--- config.mk ---
export PLATFORM = sky130hd
export DESIGN_NAME = csi2_rx_top
export DESIGN_NICKNAME = d
export VERILOG_FILES = /design/src/rtl/csi2_rx_pkg.sv /design/src/rtl/csi2_crc16_chk.sv /design/src/rtl/csi2_hamming_dec.sv /design/src/rtl/csi2_pkt_ctrl.sv /design/src/rtl/csi2_rx_top.sv /design/src/rtl/csi2_sts_port.sv
export VERILOG_INCLUDE_DIRS = /design/src /design/src/rtl
export SDC_FILE = /design/constraint.sdc
export NUM_CORES = 1
export LEC_CHECK = 0
export CAP_MARGIN = 20
export CORE_MARGIN = 5
export CORE_UTILIZATION = 50
export DETAILED_ROUTE_END_ITERATION = 10
export DONT_BUFFER_PORTS = 1
export PLACE_DENSITY_LB_ADDON = 0.1
export REMOVE_ABC_BUFFERS = 1
export SETUP_SLACK_MARGIN = 0.4
export SLEW_MARGIN = 20
export SYNTH_ARGS = -nofsm -noshare
export SYNTH_HDL_FRONTEND = slang
export SYNTH_SLANG_ARGS = --single-unit
--- constraint.sdc ---
create_clock -name clk_i -period 2.95 [get_ports clk_i]
set_input_delay 0.4425 -clock clk_i [delete_from_list [all_inputs] [get_ports clk_i]]
set_output_delay 0.4425 -clock clk_i [all_outputs]
set_load 0.03 [all_outputs]
--- src/rtl/csi2_rx_consts.svh ---
`ifndef CSI2_RX_CONSTS_SVH
`define CSI2_RX_CONSTS_SVH

// header word layout
`define CSI2_ID_MSB        7
`define CSI2_ID_LSB        0
`define CSI2_WC_MSB        23
`define CSI2_WC_LSB        8
`define CSI2_ECC_MSB       29
`define CSI2_ECC_LSB       24
`define CSI2_HDR_MSB       23     // top data bit covered by the ecc
`define CSI2_CRC_MSB       15     // crc sits in the low half of its word

`define CSI2_NO_POS        5'h1f  // no data bit to flip
`define CSI2_SHORT_ID_MAX  8'h0F

// crc-16, reflected ccitt, lsb first
`define CSI2_CRC_INIT      16'hFFFF
`define CSI2_CRC_POLY      16'h8408

`define CSI2_DROP_W        8

`endif

--- src/rtl/csi2_rx_pkg.sv ---
`include "csi2_rx_consts.svh"

package csi2_rx_pkg;

  typedef logic [31:0]              word_t;
  typedef logic [7:0]               data_id_t;
  typedef logic [15:0]              wcount_t;
  typedef logic [5:0]               ecc_t;      // ecc value or syndrome
  typedef logic [4:0]               bitpos_t;
  typedef logic [15:0]              crc_t;
  typedef logic [`CSI2_DROP_W-1:0]  drop_cnt_t;

  typedef enum logic [2:0] {IDLE, PAYLOAD, CRC_WAIT, REPORT, DROP} ctrl_state_t;

  // syndrome equal to an ecc column points at that data bit
  function automatic bitpos_t syndrome_pos(ecc_t syn);
    bitpos_t pos;
    case (syn)
      6'h07: pos = 5'd0;
      6'h0B: pos = 5'd1;
      6'h0D: pos = 5'd2;
      6'h0E: pos = 5'd3;
      6'h13: pos = 5'd4;
      6'h15: pos = 5'd5;
      6'h16: pos = 5'd6;
      6'h19: pos = 5'd7;
      6'h1A: pos = 5'd8;
      6'h1C: pos = 5'd9;
      6'h23: pos = 5'd10;
      6'h25: pos = 5'd11;
      6'h26: pos = 5'd12;
      6'h29: pos = 5'd13;
      6'h2A: pos = 5'd14;
      6'h2C: pos = 5'd15;
      6'h31: pos = 5'd16;
      6'h32: pos = 5'd17;
      6'h34: pos = 5'd18;
      6'h38: pos = 5'd19;
      6'h1F: pos = 5'd20;
      6'h2F: pos = 5'd21;
      6'h37: pos = 5'd22;
      6'h3B: pos = 5'd23;
      default: pos = `CSI2_NO_POS;  // ecc bit error or uncorrectable
    endcase
    return pos;
  endfunction

endpackage

--- src/rtl/csi2_crc16_chk.sv ---
`include "csi2_rx_consts.svh"

module csi2_crc16_chk
(
  input  logic               clk_i,
  input  logic               rst_i,
  input  logic               start_i,
  input  logic               word_valid_i,
  input  csi2_rx_pkg::word_t word_i,
  input  logic               check_i,
  input  csi2_rx_pkg::crc_t  crc_rx_i,
  output logic               crc_err_o
);

  import csi2_rx_pkg::*;

  crc_t crc_q;

  // four bytes per call, low byte first, each byte lsb first
  function automatic crc_t crc_fold(crc_t crc_in, word_t w);
    crc_t c;
    c = crc_in;
    for (int b = 0; b < 4; b++)
    begin
      c = c ^ crc_t'(w[8*b +: 8]);
      for (int i = 0; i < 8; i++)
      begin
        if (c[0])
          c = (c >> 1) ^ `CSI2_CRC_POLY;
        else
          c = c >> 1;
      end
    end
    return c;
  endfunction

  always_ff @(posedge clk_i or posedge rst_i)
  begin
    if (rst_i)
      crc_q <= `CSI2_CRC_INIT;
    else if (start_i)
      crc_q <= `CSI2_CRC_INIT;                // new long packet
    else if (word_valid_i)
      crc_q <= crc_fold(crc_q, word_i);
  end

  // verdict held until the next packet starts
  always_ff @(posedge clk_i or posedge rst_i)
  begin
    if (rst_i)
      crc_err_o <= 1'b0;
    else if (start_i)
      crc_err_o <= 1'b0;
    else if (check_i)
      crc_err_o <= (crc_q != crc_rx_i);
  end

endmodule

--- src/rtl/csi2_hamming_dec.sv ---
`include "csi2_rx_consts.svh"

module csi2_hamming_dec
(
  input  logic               clk_i,
  input  logic               rst_i,
  input  logic               valid_i,
  input  csi2_rx_pkg::word_t data_i,
  input  logic               pkt_done_i,
  output logic               valid_o,
  output csi2_rx_pkg::word_t data_o,
  output logic               error_o,
  output logic               error_corrected_o
);

  import csi2_rx_pkg::*;

  // data bits feeding each ecc bit, ecc[5] leftmost
  localparam logic [5:0][23:0] ECC_MASK = {24'hEFFC00, 24'hDF03F0, 24'hB8E38E,
                                           24'h749A6D, 24'hF2555B, 24'hF12CB7};

  ecc_t    ecc_calc;
  ecc_t    syndrome;
  word_t   data_d;
  logic    valid_d;
  bitpos_t pos_d;       // registered syndrome lookup
  logic    syn_nz_d;
  logic    syn_one_d;   // single ecc bit in error
  logic    hdr_seen;    // header of current packet already passed
  logic    hdr_valid;
  logic    fix_bit;
  word_t   flip_mask;

  // --------------------------------------------------------------------------
  // stage 1: syndrome and lookup
  // --------------------------------------------------------------------------
  always_comb
  begin
    for (int k = 0; k < 6; k++)
      ecc_calc[k] = ^(data_i[`CSI2_HDR_MSB:0] & ECC_MASK[k]);
  end

  assign syndrome = ecc_calc ^ data_i[`CSI2_ECC_MSB:`CSI2_ECC_LSB];

  always_ff @(posedge clk_i or posedge rst_i)
  begin
    if (rst_i)
    begin
      valid_d   <= 1'b0;
      pos_d     <= `CSI2_NO_POS;
      syn_nz_d  <= 1'b0;
      syn_one_d <= 1'b0;
    end
    else
    begin
      valid_d   <= valid_i;
      pos_d     <= syndrome_pos(syndrome);
      syn_nz_d  <= (syndrome != '0);
      syn_one_d <= $onehot(syndrome);
    end
  end

  always_ff @(posedge clk_i)
  begin
    if (pkt_done_i)
      data_d <= '0;
    else
      data_d <= data_i;
  end

  // first valid word after a packet end is the header
  assign hdr_valid = valid_d && !hdr_seen && !pkt_done_i;
  assign fix_bit   = hdr_valid && (pos_d != `CSI2_NO_POS);
  assign flip_mask = fix_bit ? (word_t'(1) << pos_d) : '0;

  always_ff @(posedge clk_i or posedge rst_i)
  begin
    if (rst_i)
      hdr_seen <= 1'b0;
    else if (pkt_done_i)
      hdr_seen <= 1'b0;
    else if (hdr_valid)
      hdr_seen <= 1'b1;
  end

  // --------------------------------------------------------------------------
  // stage 2: corrected word and flags
  // --------------------------------------------------------------------------
  always_ff @(posedge clk_i or posedge rst_i)
  begin
    if (rst_i)
      valid_o <= 1'b0;
    else
      valid_o <= valid_d;
  end

  always_ff @(posedge clk_i)
  begin
    data_o <= data_d ^ flip_mask;
  end

  always_ff @(posedge clk_i or posedge rst_i)
  begin
    if (rst_i)
    begin
      error_o           <= 1'b0;
      error_corrected_o <= 1'b0;
    end
    else if (pkt_done_i)
    begin
      error_o           <= 1'b0;
      error_corrected_o <= 1'b0;
    end
    else if (hdr_valid && syn_nz_d)
    begin
      error_o           <= 1'b1;
      error_corrected_o <= fix_bit || syn_one_d;  // data bit or ecc bit
    end
  end

endmodule

--- src/rtl/csi2_pkt_ctrl.sv ---
`include "csi2_rx_consts.svh"

module csi2_pkt_ctrl
(
  input  logic                   clk_i,
  input  logic                   rst_i,
  input  logic                   hd_valid_i,
  input  csi2_rx_pkg::word_t     hd_data_i,
  input  logic                   hd_err_i,
  input  logic                   hd_corr_i,
  input  logic                   crc_err_i,
  output logic                   pkt_done_o,
  output logic                   crc_start_o,
  output logic                   crc_word_valid_o,
  output csi2_rx_pkg::word_t     crc_word_o,
  output logic                   crc_check_o,
  output csi2_rx_pkg::crc_t      crc_rx_o,
  output logic                   pld_valid_o,
  output csi2_rx_pkg::word_t     pld_data_o,
  output logic                   pld_last_o,
  output logic                   rec_valid_o,
  output csi2_rx_pkg::data_id_t  rec_data_id_o,
  output csi2_rx_pkg::wcount_t   rec_wcount_o,
  output logic                   rec_ecc_err_o,
  output logic                   rec_ecc_corr_o,
  output logic                   rec_crc_err_o
);

  import csi2_rx_pkg::*;

  ctrl_state_t state_q;
  ctrl_state_t state_nx;
  wcount_t     cnt_q;        // payload words still expected
  logic        crc_seen_q;   // crc word taken, verdict arrives now
  data_id_t    hdr_id;
  wcount_t     hdr_wc;
  wcount_t     hdr_words;
  logic        hdr_bad;
  logic        hdr_short;
  logic        hdr_take;
  logic        pld_take;
  logic        pld_last;
  logic        crc_take;
  logic        crc_done;

  assign hdr_id    = hd_data_i[`CSI2_ID_MSB:`CSI2_ID_LSB];
  assign hdr_wc    = hd_data_i[`CSI2_WC_MSB:`CSI2_WC_LSB];
  assign hdr_words = hdr_wc >> 2;                     // byte count to words
  assign hdr_bad   = hd_err_i && !hd_corr_i;
  assign hdr_short = (hdr_id <= `CSI2_SHORT_ID_MAX);

  assign hdr_take  = (state_q == IDLE) && hd_valid_i;
  assign pld_take  = (state_q == PAYLOAD) && hd_valid_i;
  assign pld_last  = pld_take && (cnt_q == wcount_t'(1));
  assign crc_take  = (state_q == CRC_WAIT) && hd_valid_i && !crc_seen_q;
  assign crc_done  = (state_q == CRC_WAIT) && crc_seen_q;

  // --------------------------------------------------------------------------
  // state machine
  // --------------------------------------------------------------------------
  always_comb
  begin
    state_nx = state_q;
    case (state_q)
      IDLE:
        if (hd_valid_i)
        begin
          if (hdr_bad)
            state_nx = DROP;
          else if (hdr_short)
            state_nx = REPORT;
          else if (hdr_words == '0)
            state_nx = CRC_WAIT;                      // crc word follows header
          else
            state_nx = PAYLOAD;
        end
      PAYLOAD:  if (pld_last) state_nx = CRC_WAIT;
      CRC_WAIT: if (crc_done) state_nx = REPORT;
      REPORT:   state_nx = IDLE;
      DROP:     if (!hd_valid_i) state_nx = IDLE;   // rest of bad packet gone
      default:  state_nx = IDLE;
    endcase
  end

  always_ff @(posedge clk_i or posedge rst_i)
  begin
    if (rst_i)
    begin
      state_q     <= IDLE;
      cnt_q       <= '0;
      crc_seen_q  <= 1'b0;
      pkt_done_o  <= 1'b0;
      rec_valid_o <= 1'b0;
      pld_valid_o <= 1'b0;
      pld_last_o  <= 1'b0;
    end
    else
    begin
      state_q     <= state_nx;
      crc_seen_q  <= crc_take;
      pkt_done_o  <= (state_nx == DROP) || (hdr_take && hdr_short && !hdr_bad) || crc_take;
      rec_valid_o <= (hdr_take && (hdr_bad || hdr_short)) || crc_done;
      pld_valid_o <= pld_take;
      pld_last_o  <= pld_last;
      if (hdr_take)
        cnt_q <= hdr_words;
      else if (pld_take)
        cnt_q <= cnt_q - wcount_t'(1);
    end
  end

  // --------------------------------------------------------------------------
  // payload and record fields
  // --------------------------------------------------------------------------
  always_ff @(posedge clk_i)
  begin
    pld_data_o <= hd_data_i;
    if (hdr_take)
    begin
      rec_data_id_o  <= hdr_id;
      rec_wcount_o   <= hdr_wc;
      rec_ecc_err_o  <= hd_err_i;
      rec_ecc_corr_o <= hd_corr_i;
      rec_crc_err_o  <= 1'b0;        // short and dropped packets
    end
    else if (crc_done)
      rec_crc_err_o  <= crc_err_i;
  end

  // checker side
  assign crc_start_o      = hdr_take && !hdr_bad && !hdr_short;
  assign crc_word_valid_o = pld_take;
  assign crc_word_o       = hd_data_i;
  assign crc_check_o      = crc_take;
  assign crc_rx_o         = hd_data_i[`CSI2_CRC_MSB:0];

endmodule

--- src/rtl/csi2_rx_top.sv ---
module csi2_rx_top
(
  input  logic                   clk_i,
  input  logic                   rst_i,
  input  logic                   in_valid_i,
  input  csi2_rx_pkg::word_t     in_data_i,
  input  logic                   sts_ack_i,
  output logic                   pld_valid_o,
  output csi2_rx_pkg::word_t     pld_data_o,
  output logic                   pld_last_o,
  output logic                   sts_req_o,
  output csi2_rx_pkg::data_id_t  sts_data_id_o,
  output csi2_rx_pkg::wcount_t   sts_wcount_o,
  output logic                   sts_ecc_err_o,
  output logic                   sts_ecc_corr_o,
  output logic                   sts_crc_err_o,
  output csi2_rx_pkg::drop_cnt_t sts_drop_o
);

  import csi2_rx_pkg::*;

  // decoder to control
  logic     hd_valid;
  word_t    hd_data;
  logic     hd_err;
  logic     hd_corr;
  logic     pkt_done;

  // control to crc checker
  logic     crc_start;
  logic     crc_word_valid;
  word_t    crc_word;
  logic     crc_check;
  crc_t     crc_rx;
  logic     crc_err;

  // control to status port
  logic     rec_valid;
  data_id_t rec_data_id;
  wcount_t  rec_wcount;
  logic     rec_ecc_err;
  logic     rec_ecc_corr;
  logic     rec_crc_err;

  csi2_hamming_dec u_dec
  (
    .clk_i             (clk_i),
    .rst_i             (rst_i),
    .valid_i           (in_valid_i),
    .data_i            (in_data_i),
    .pkt_done_i        (pkt_done),
    .valid_o           (hd_valid),
    .data_o            (hd_data),
    .error_o           (hd_err),
    .error_corrected_o (hd_corr)
  );

  csi2_pkt_ctrl u_ctrl
  (
    .clk_i            (clk_i),
    .rst_i            (rst_i),
    .hd_valid_i       (hd_valid),
    .hd_data_i        (hd_data),
    .hd_err_i         (hd_err),
    .hd_corr_i        (hd_corr),
    .crc_err_i        (crc_err),
    .pkt_done_o       (pkt_done),
    .crc_start_o      (crc_start),
    .crc_word_valid_o (crc_word_valid),
    .crc_word_o       (crc_word),
    .crc_check_o      (crc_check),
    .crc_rx_o         (crc_rx),
    .pld_valid_o      (pld_valid_o),
    .pld_data_o       (pld_data_o),
    .pld_last_o       (pld_last_o),
    .rec_valid_o      (rec_valid),
    .rec_data_id_o    (rec_data_id),
    .rec_wcount_o     (rec_wcount),
    .rec_ecc_err_o    (rec_ecc_err),
    .rec_ecc_corr_o   (rec_ecc_corr),
    .rec_crc_err_o    (rec_crc_err)
  );

  csi2_crc16_chk u_crc
  (
    .clk_i        (clk_i),
    .rst_i        (rst_i),
    .start_i      (crc_start),
    .word_valid_i (crc_word_valid),
    .word_i       (crc_word),
    .check_i      (crc_check),
    .crc_rx_i     (crc_rx),
    .crc_err_o    (crc_err)
  );

  csi2_sts_port u_sts
  (
    .clk_i          (clk_i),
    .rst_i          (rst_i),
    .rec_valid_i    (rec_valid),
    .rec_data_id_i  (rec_data_id),
    .rec_wcount_i   (rec_wcount),
    .rec_ecc_err_i  (rec_ecc_err),
    .rec_ecc_corr_i (rec_ecc_corr),
    .rec_crc_err_i  (rec_crc_err),
    .sts_ack_i      (sts_ack_i),
    .sts_req_o      (sts_req_o),
    .sts_data_id_o  (sts_data_id_o),
    .sts_wcount_o   (sts_wcount_o),
    .sts_ecc_err_o  (sts_ecc_err_o),
    .sts_ecc_corr_o (sts_ecc_corr_o),
    .sts_crc_err_o  (sts_crc_err_o),
    .sts_drop_o     (sts_drop_o)
  );

endmodule

--- src/rtl/csi2_sts_port.sv ---
module csi2_sts_port
(
  input  logic                   clk_i,
  input  logic                   rst_i,
  input  logic                   rec_valid_i,
  input  csi2_rx_pkg::data_id_t  rec_data_id_i,
  input  csi2_rx_pkg::wcount_t   rec_wcount_i,
  input  logic                   rec_ecc_err_i,
  input  logic                   rec_ecc_corr_i,
  input  logic                   rec_crc_err_i,
  input  logic                   sts_ack_i,
  output logic                   sts_req_o,
  output csi2_rx_pkg::data_id_t  sts_data_id_o,
  output csi2_rx_pkg::wcount_t   sts_wcount_o,
  output logic                   sts_ecc_err_o,
  output logic                   sts_ecc_corr_o,
  output logic                   sts_crc_err_o,
  output csi2_rx_pkg::drop_cnt_t sts_drop_o
);

  import csi2_rx_pkg::*;

  logic port_free;   // req and ack both low
  logic rec_take;

  assign port_free = !sts_req_o && !sts_ack_i;
  assign rec_take  = rec_valid_i && port_free;

  always_ff @(posedge clk_i or posedge rst_i)
  begin
    if (rst_i)
    begin
      sts_req_o  <= 1'b0;
      sts_drop_o <= '0;
    end
    else
    begin
      if (rec_take)
        sts_req_o <= 1'b1;
      else if (sts_req_o && sts_ack_i)
        sts_req_o <= 1'b0;                     // phase 3, wait for ack low
      if (rec_valid_i && !port_free && (sts_drop_o != '1))
        sts_drop_o <= sts_drop_o + drop_cnt_t'(1);
    end
  end

  // fields frozen while req is up
  always_ff @(posedge clk_i)
  begin
    if (rec_take)
    begin
      sts_data_id_o  <= rec_data_id_i;
      sts_wcount_o   <= rec_wcount_i;
      sts_ecc_err_o  <= rec_ecc_err_i;
      sts_ecc_corr_o <= rec_ecc_corr_i;
      sts_crc_err_o  <= rec_crc_err_i;
    end
  end

endmodule

After elaboration in Yosys (flattened, before gate mapping)
Memory sizes are Yosys's and may differ from the RTL's. A register that Yosys moved wholly into a read port is not among the register bits.
Cells that the tools add are included.

word-level totals
  flip-flop bits (word level) = 207
  memory bits (read-only) = 320
  bits of input ports = 36
  output and inout port bits = 70
  logic and storage cells = 255
  memories = 1

operators by class
  add/subtract/negate cells = 7
  magnitude comparators = 1
  eq/ne operators = 9
  shifts and indexed selects = 1
  multiplexer cells = 117
  bitwise logic cells = 38
  reductions and logical operators = 50

memories
  name              words  width  rd ports  clocked after Yosys merged registers in  wr ports  line               RTL
  (name not given)  64     5      1         1                                        0         csi2_rx_pkg.sv:18  case (syn)

operators with widths
  cell                     number
  $mux W16                 98
  $reduce_xor A24 Y1       6
  $not A2 Y3               32
  $xor A16 B8 Y16          4
  $mux W32                 1
  $shl A1 B5 Y32 const A   1
  $xor A32 B32 Y32         1
  $logic_and A1 B1 Y1      21
  $mux W3                  6
  $eq A16 B1 Y1 const B    1
  $logic_not A16 Y1        1
  $ne A16 B16 Y1           1
  $sub A16 B1 Y16 const B  1
  $pmux W3 S4              1
  $reduce_bool A2 Y1       6
  $mux W1                  10
  $logic_not A1 Y1         9
  $add A8 B1 Y8 const B    1
  $le A8 B4 Y1 const B     1
  $ne A8 B8 Y1 const B     1
  $add A1 B1 Y2            3
  $add A3 B3 Y3            2
  $eq A3 B1 Y1 const B     2
  $eq A3 B3 Y1 const B     2
  7 further kinds          11

Longest topological paths before layout
  word-level depth = 133
  depth in mapped cells = 11
  depth with buffers taken out = 11

Cells and area by module
A second synthesis with hierarchy kept.

second synthesis, totals
  cell total of the unflattened synthesis = 835
  area, all modules = 10034.6 um^2

modules (own cells, without submodules)
  module            instances  cells an instance  area each (um^2)  sequential area each (um^2)
  csi2_hamming_dec  1          347                3557.2            1587.8
  csi2_pkt_ctrl     1          242                3108.0            2042.0
  csi2_crc16_chk    1          177                2094.5            445.4
  csi2_sts_port     1          69                 1275.0            1036.0

Least setup slack after synthesis
OpenSTA, ideal clock, no wires.

  path type = register to register
  start point = register u_sts.sts_req_o
  end point = register u_sts.sts_crc_err_o (enable)
  setup time = 451 ps
  arrival = 2577 ps
  data required time = 2499 ps
  path slack = -78 ps
  cell stages (with the launch flop) = 2
  buffers on the path = 0
  clock period less this slack = 3028 ps
  cells stage by stage = dfrtp_1 > nor3b_1

on the way
  cells in the longest elaborated chain, start to end = 3

ends and longest elaborated chain
  item                    line                 RTL
  start, declared         csi2_sts_port.sv:12  output logic sts_req_o,
  start signal, assigned  csi2_sts_port.sv:33  sts_req_o <= 1'b0;
  start signal, assigned  csi2_sts_port.sv:39  sts_req_o <= 1'b1;
  start signal, assigned  csi2_sts_port.sv:41  sts_req_o <= 1'b0;
  $logic_not A1 Y1        csi2_sts_port.sv:26  assign port_free = !sts_req_o && !sts_ack_i;
  $logic_and A1 B1 Y1     csi2_sts_port.sv:26
  $logic_and A1 B1 Y1     csi2_sts_port.sv:27  assign rec_take = rec_valid_i && port_free;
  via u_sts.rec_take      csi2_sts_port.sv:24  logic rec_take;
  end signal, assigned    csi2_sts_port.sv:56  sts_crc_err_o <= rec_crc_err_i;
  end, declared           csi2_sts_port.sv:17  output logic sts_crc_err_o,

The timed path passes the listed nets, and every way through them passes these cells.
A chain may end at the register's enable or synchronous reset.

Final worst setup path
  start point = register u_crc.crc_q[5]
  end point = register u_crc.crc_q[10]

on the way
  cells in the longest elaborated chain, start to end = 103
  elaborated cells on any way between the ends = 105
  classes of those cells = 96 x mux; 9 x bitwise

ends and longest elaborated chain
  item                    line                  RTL
  start, declared         csi2_crc16_chk.sv:17  crc_t crc_q;
  start signal, assigned  csi2_crc16_chk.sv:40  crc_q <= `CSI2_CRC_INIT;
  start signal, assigned  csi2_crc16_chk.sv:42  crc_q <= `CSI2_CRC_INIT;
  start signal, assigned  csi2_crc16_chk.sv:44  crc_q <= crc_fold(crc_q, word_i);
  $xor A16 B8 Y16 *       csi2_crc16_chk.sv:25  c = c ^ crc_t'(w[8*b +: 8]);
  $mux W16 *              csi2_crc16_chk.sv:28  if (c[0])
  $mux W16 *              csi2_crc16_chk.sv:43  else if (word_valid_i)
  $mux W16 *              csi2_crc16_chk.sv:41  else if (start_i)
  $not A2 Y3 (no line)    --
  $mux W16 *              csi2_crc16_chk.sv:28
  $mux W16 *              csi2_crc16_chk.sv:43
  $mux W16 *              csi2_crc16_chk.sv:41
  [... 87 more ...]       --
  $mux W16 *              csi2_crc16_chk.sv:43
  $mux W16 *              csi2_crc16_chk.sv:41
  $mux W16 *              csi2_crc16_chk.sv:28
  $mux W16 *              csi2_crc16_chk.sv:43
  $mux W16 *              csi2_crc16_chk.sv:41
  $mux W16 *              csi2_crc16_chk.sv:28
  $mux W16 *              csi2_crc16_chk.sv:43
  $mux W16 *              csi2_crc16_chk.sv:41

Every way passes the cells marked *; elsewhere a longest branch is shown, timed or not. The select of a mux whose other input is x is not followed.

==> results.toml <==
[global_routing]
grt_antenna_before_repair = 0
grt_pass1_wl_microns = 32460
overflow = 0
grt_pass1_vias = 5878
track_usage_pct = 19.02
grt_max_degree = 34

[worst_setup_path]
cpPeakStageDelay_ns = 0.55
cp-start-kind = "register"
worstPathArrival_ns = 2.99
crit_buf_inv = 3
worstPathCellList = "buf_6, xor2_4, xnor3_2, buf_6, xnor2_4, xnor3_1, xnor2_2, buf_4, xnor2_2, a21oi_2"
worst_path_max_delay_cell = "dfstp_2"
path_class = "reg2reg"
cp-end-kind = "register"
path_max_fanout = 4
crit_required_ns = 3.39
path_delay_family = "XOR/XNOR gates"

[sta]
finalSetupTns_ns = 0
final.period_utilization_pct = 86.64
worst_slack_ns = 0.3940
maxSlewViolCount = 0
timing.final.crit_period_ns = 2.556
max_clock_freq_ghz = 0.3912
rsz0062_at_grt = "yes"
setup_viol = 0
hold_viol_final = 0
relSlewSlack_pct = 56.53
clock_skew_ns = 0.01635
worstMarginPinSlew_ns = 0.6511

[detailed_routing]
drt-initial-drc-count = 289
routed_via_density = 5.315
drtAntennaViolNets = 0
routed_wire_length_per_instance_microns = 19.66
vias = 5586
dr.pass1.iters = 4
route.detailed.drc = 0
routed_wl_microns = 20660

[final_layout]
finalNetCount = 858
antenna_cells = 0
drive_above_1_share_pct = 17.76
fin_area_sq_um = 10650
instances_no_fill = 1051
area_growth_pct = 16.56

[die]
dieWidth_microns = 145.2
ioPinCount = 106
dieArea_sq_um = 21070
fp-row-count = 49
die_h_microns = 145.2
core_area_sq_um = 17960
start_util_pct = 50.85

[synth]
syn_area_sq_um = 9135
synth_edf_count = 53
syn_inst = 751
yosysSeqAreaShare_pct = 55.95
syn_avg_cell_area_sq_um = 12.16
yosysWarnings = 0
synth_flop_cell = "dfxtp_1"
async_reset_ff_share_pct = 29.25
synth-seq-cells = 212
ys_types = 57

[place]
io_buffers = 0
place_area_sq_um = 9609
gp_congestion = 0.9334
hpwlAfterDp_microns = 15420
dpl_worst_slack_ns = 0.07607
placed_cells = 995

[clock_tree]
h-tree-depth = 1
cts_made_buffers = 21
cts_root_buf = "clkbuf_16"
cts_sinks = 212
clock_latency_ns = 0.50
cts_buffer_depth = 3
clkTransAtPathRegs_ns = 0.06
cts_tree = "done"

[run_status]
outcome = "complete, no violations"

[run]
max_cap_viol_count = 0

[min_path]
hold_path.class = "in2reg"
## layout make-up
type / count / area, sq um
fill: 1456 / 7316
clock inverter: 13 / 153.9
clock buffer: 25 / 570.5
timing repair buffer: 52 / 405.4
multi-input combinational: 502 / 4050
inverter: 18 / 67.56
sequential: 212 / 5114
tap: 229 / 286.5
## Yosys cell counts, types with 3 or more instances
master	instances	area, sq um
or3_1	5	31.28
and3_1	4	25.02
xnor3_1	16	360.4
nor3_1	17	85.08
a21oi_1	25	125.1
inv_1	17	63.81
ha_1	13	162.7
xnor2_1	124	1086
nand3_1	10	50.05
dfstp_2	21	551.8
nor2_1	46	172.7
clkbuf_1	15	56.30
o21ai_0	14	70.07
nor4_1	6	37.54
nor2b_1	36	225.2
nand2_1	52	195.2
xor2_1	40	350.3
o311ai_0	4	35.03
nand4_1	7	43.79
nand2b_1	12	75.07
buf_1	3	11.26
o21ai_1	3	15.01
o22ai_1	4	25.02
mux2i_1	6	60.06
a211oi_1	4	30.03
edfxtp_1	53	1592
o211ai_1	4	30.03
nor3b_1	4	30.03
dfxtp_1	97	1942
xnor2_2	7	113.9
a221o_1	4	40.04
dfrtp_1	41	1026
o221ai_1	4	35.03
## cell usage in the layout (no fill, tap or decap), drive strengths merged, types with 5 or more instances in the layout
cell type / Yosys / layout
nand3: 10 / 10
xor2: 41 / 41
xnor2: 132 / 132
buf: 3 / 49
nor2b: 36 / 36
nand4: 7 / 7
nor2: 46 / 46
nor4: 6 / 6
clkinv: 0 / 6
edfxtp: 53 / 53
a21oi: 25 / 25
ha: 13 / 13
clkbuf: 16 / 25
dfstp: 21 / 21
mux2i: 6 / 6
or3: 5 / 5
nand2b: 12 / 12
inv: 18 / 22
nor3: 17 / 17
dfrtp: 41 / 41
nand2: 52 / 52
o21ai: 17 / 17
dfxtp: 97 / 97
xnor3: 17 / 17
## metal layers
| metal | vias up | global-route usage [%] | share of wire, % |
|---|---|---|---|
| li1 | 2661 | - | - |
| met1 | 2728 | 24.51 | 43 |
| met2 | 163 | 32.89 | 50 |
| met3 | 34 | 3.430 | 4.9 |
| met4 | 0 | 5.690 | 2.2 |
| met5 | - | 0 | 0 |
## worst register-to-register path: cells and delay by family, from the launching register on
kind,cells,cell delay (ns)
xor gates and xnor gates,6,1.38
DFF,1,0.55
buffers and inverters,3,0.42
AOI/OAI and AO/OA,1,0.14
## registers in the layout, indices dropped and copies added (netlist names), 3 cells and up
| name | flops |
|---|---|
| u_crc.crc_q | 16 |
| u_ctrl.cnt_q | 16 |
| u_ctrl.pld_data_o | 32 |
| u_ctrl.rec_data_id_o | 8 |
| u_ctrl.rec_wcount_o | 16 |
| u_ctrl.state_q | 3 |
| u_dec.data_d | 32 |
| u_dec.data_o | 32 |
| u_dec.pos_d | 5 |
| u_sts.sts_data_id_o | 8 |
| u_sts.sts_drop_o | 8 |
| u_sts.sts_wcount_o | 16 |
## through the flow
step                util, %  hold slack [ns]
global route          59.27          0.05381
finish                59.27          0.06456
detailed placement    53.49           0.3121
floorplan                 -           0.3096
global placement      53.49           0.3126
CTS                   58.08          0.05035
## logic make-up after synthesis
group | share of synthesized area, %
adder cells (fa/ha/maj) | 2.219
AO/OA/AOI/OAI | 5.602
AND/OR/NAND/NOR | 11.34
XOR/XNOR | 22.45
flip-flops | 55.95
buffers and inverters | 1.534
multiplexers | 0.9040
## final timing paths
check / startpoint / end / slack (ns) / cells past startpoint
worst max-delay path: u_crc.crc_q[5] / u_crc.crc_q[10] / 0.39 / 10
worst max register to register: u_crc.crc_q[5] / u_crc.crc_q[10] / 0.39 / 10
min in group asynchronous: rst_i / u_sts.sts_drop_o[1] / 0.50 / 2
worst min register to register: u_dec.data_d[31] / u_dec.data_o[31] / 0.33 / 0
worst min-delay path: in_data_i[31] / u_dec.data_d[31] / 0.06 / 1
max in group asynchronous: rst_i / u_crc.crc_q[6] / 1.59 / 3
## what timing repair did
item / 4_1_cts / 5_1_grt
hold endpoints to repair: 22 / 0
buffers inserted: 5 / 10
setup endpoints to repair: 5 / 6
hold buffers: 3 / 0
pin swaps: 7 / 15
resized for setup: 6 / 21
cloned: 0 / 0
Power is left out: the tool's default activity adds up to more than one toggle a clock period on the data nets, which glitch-free logic cannot reach.
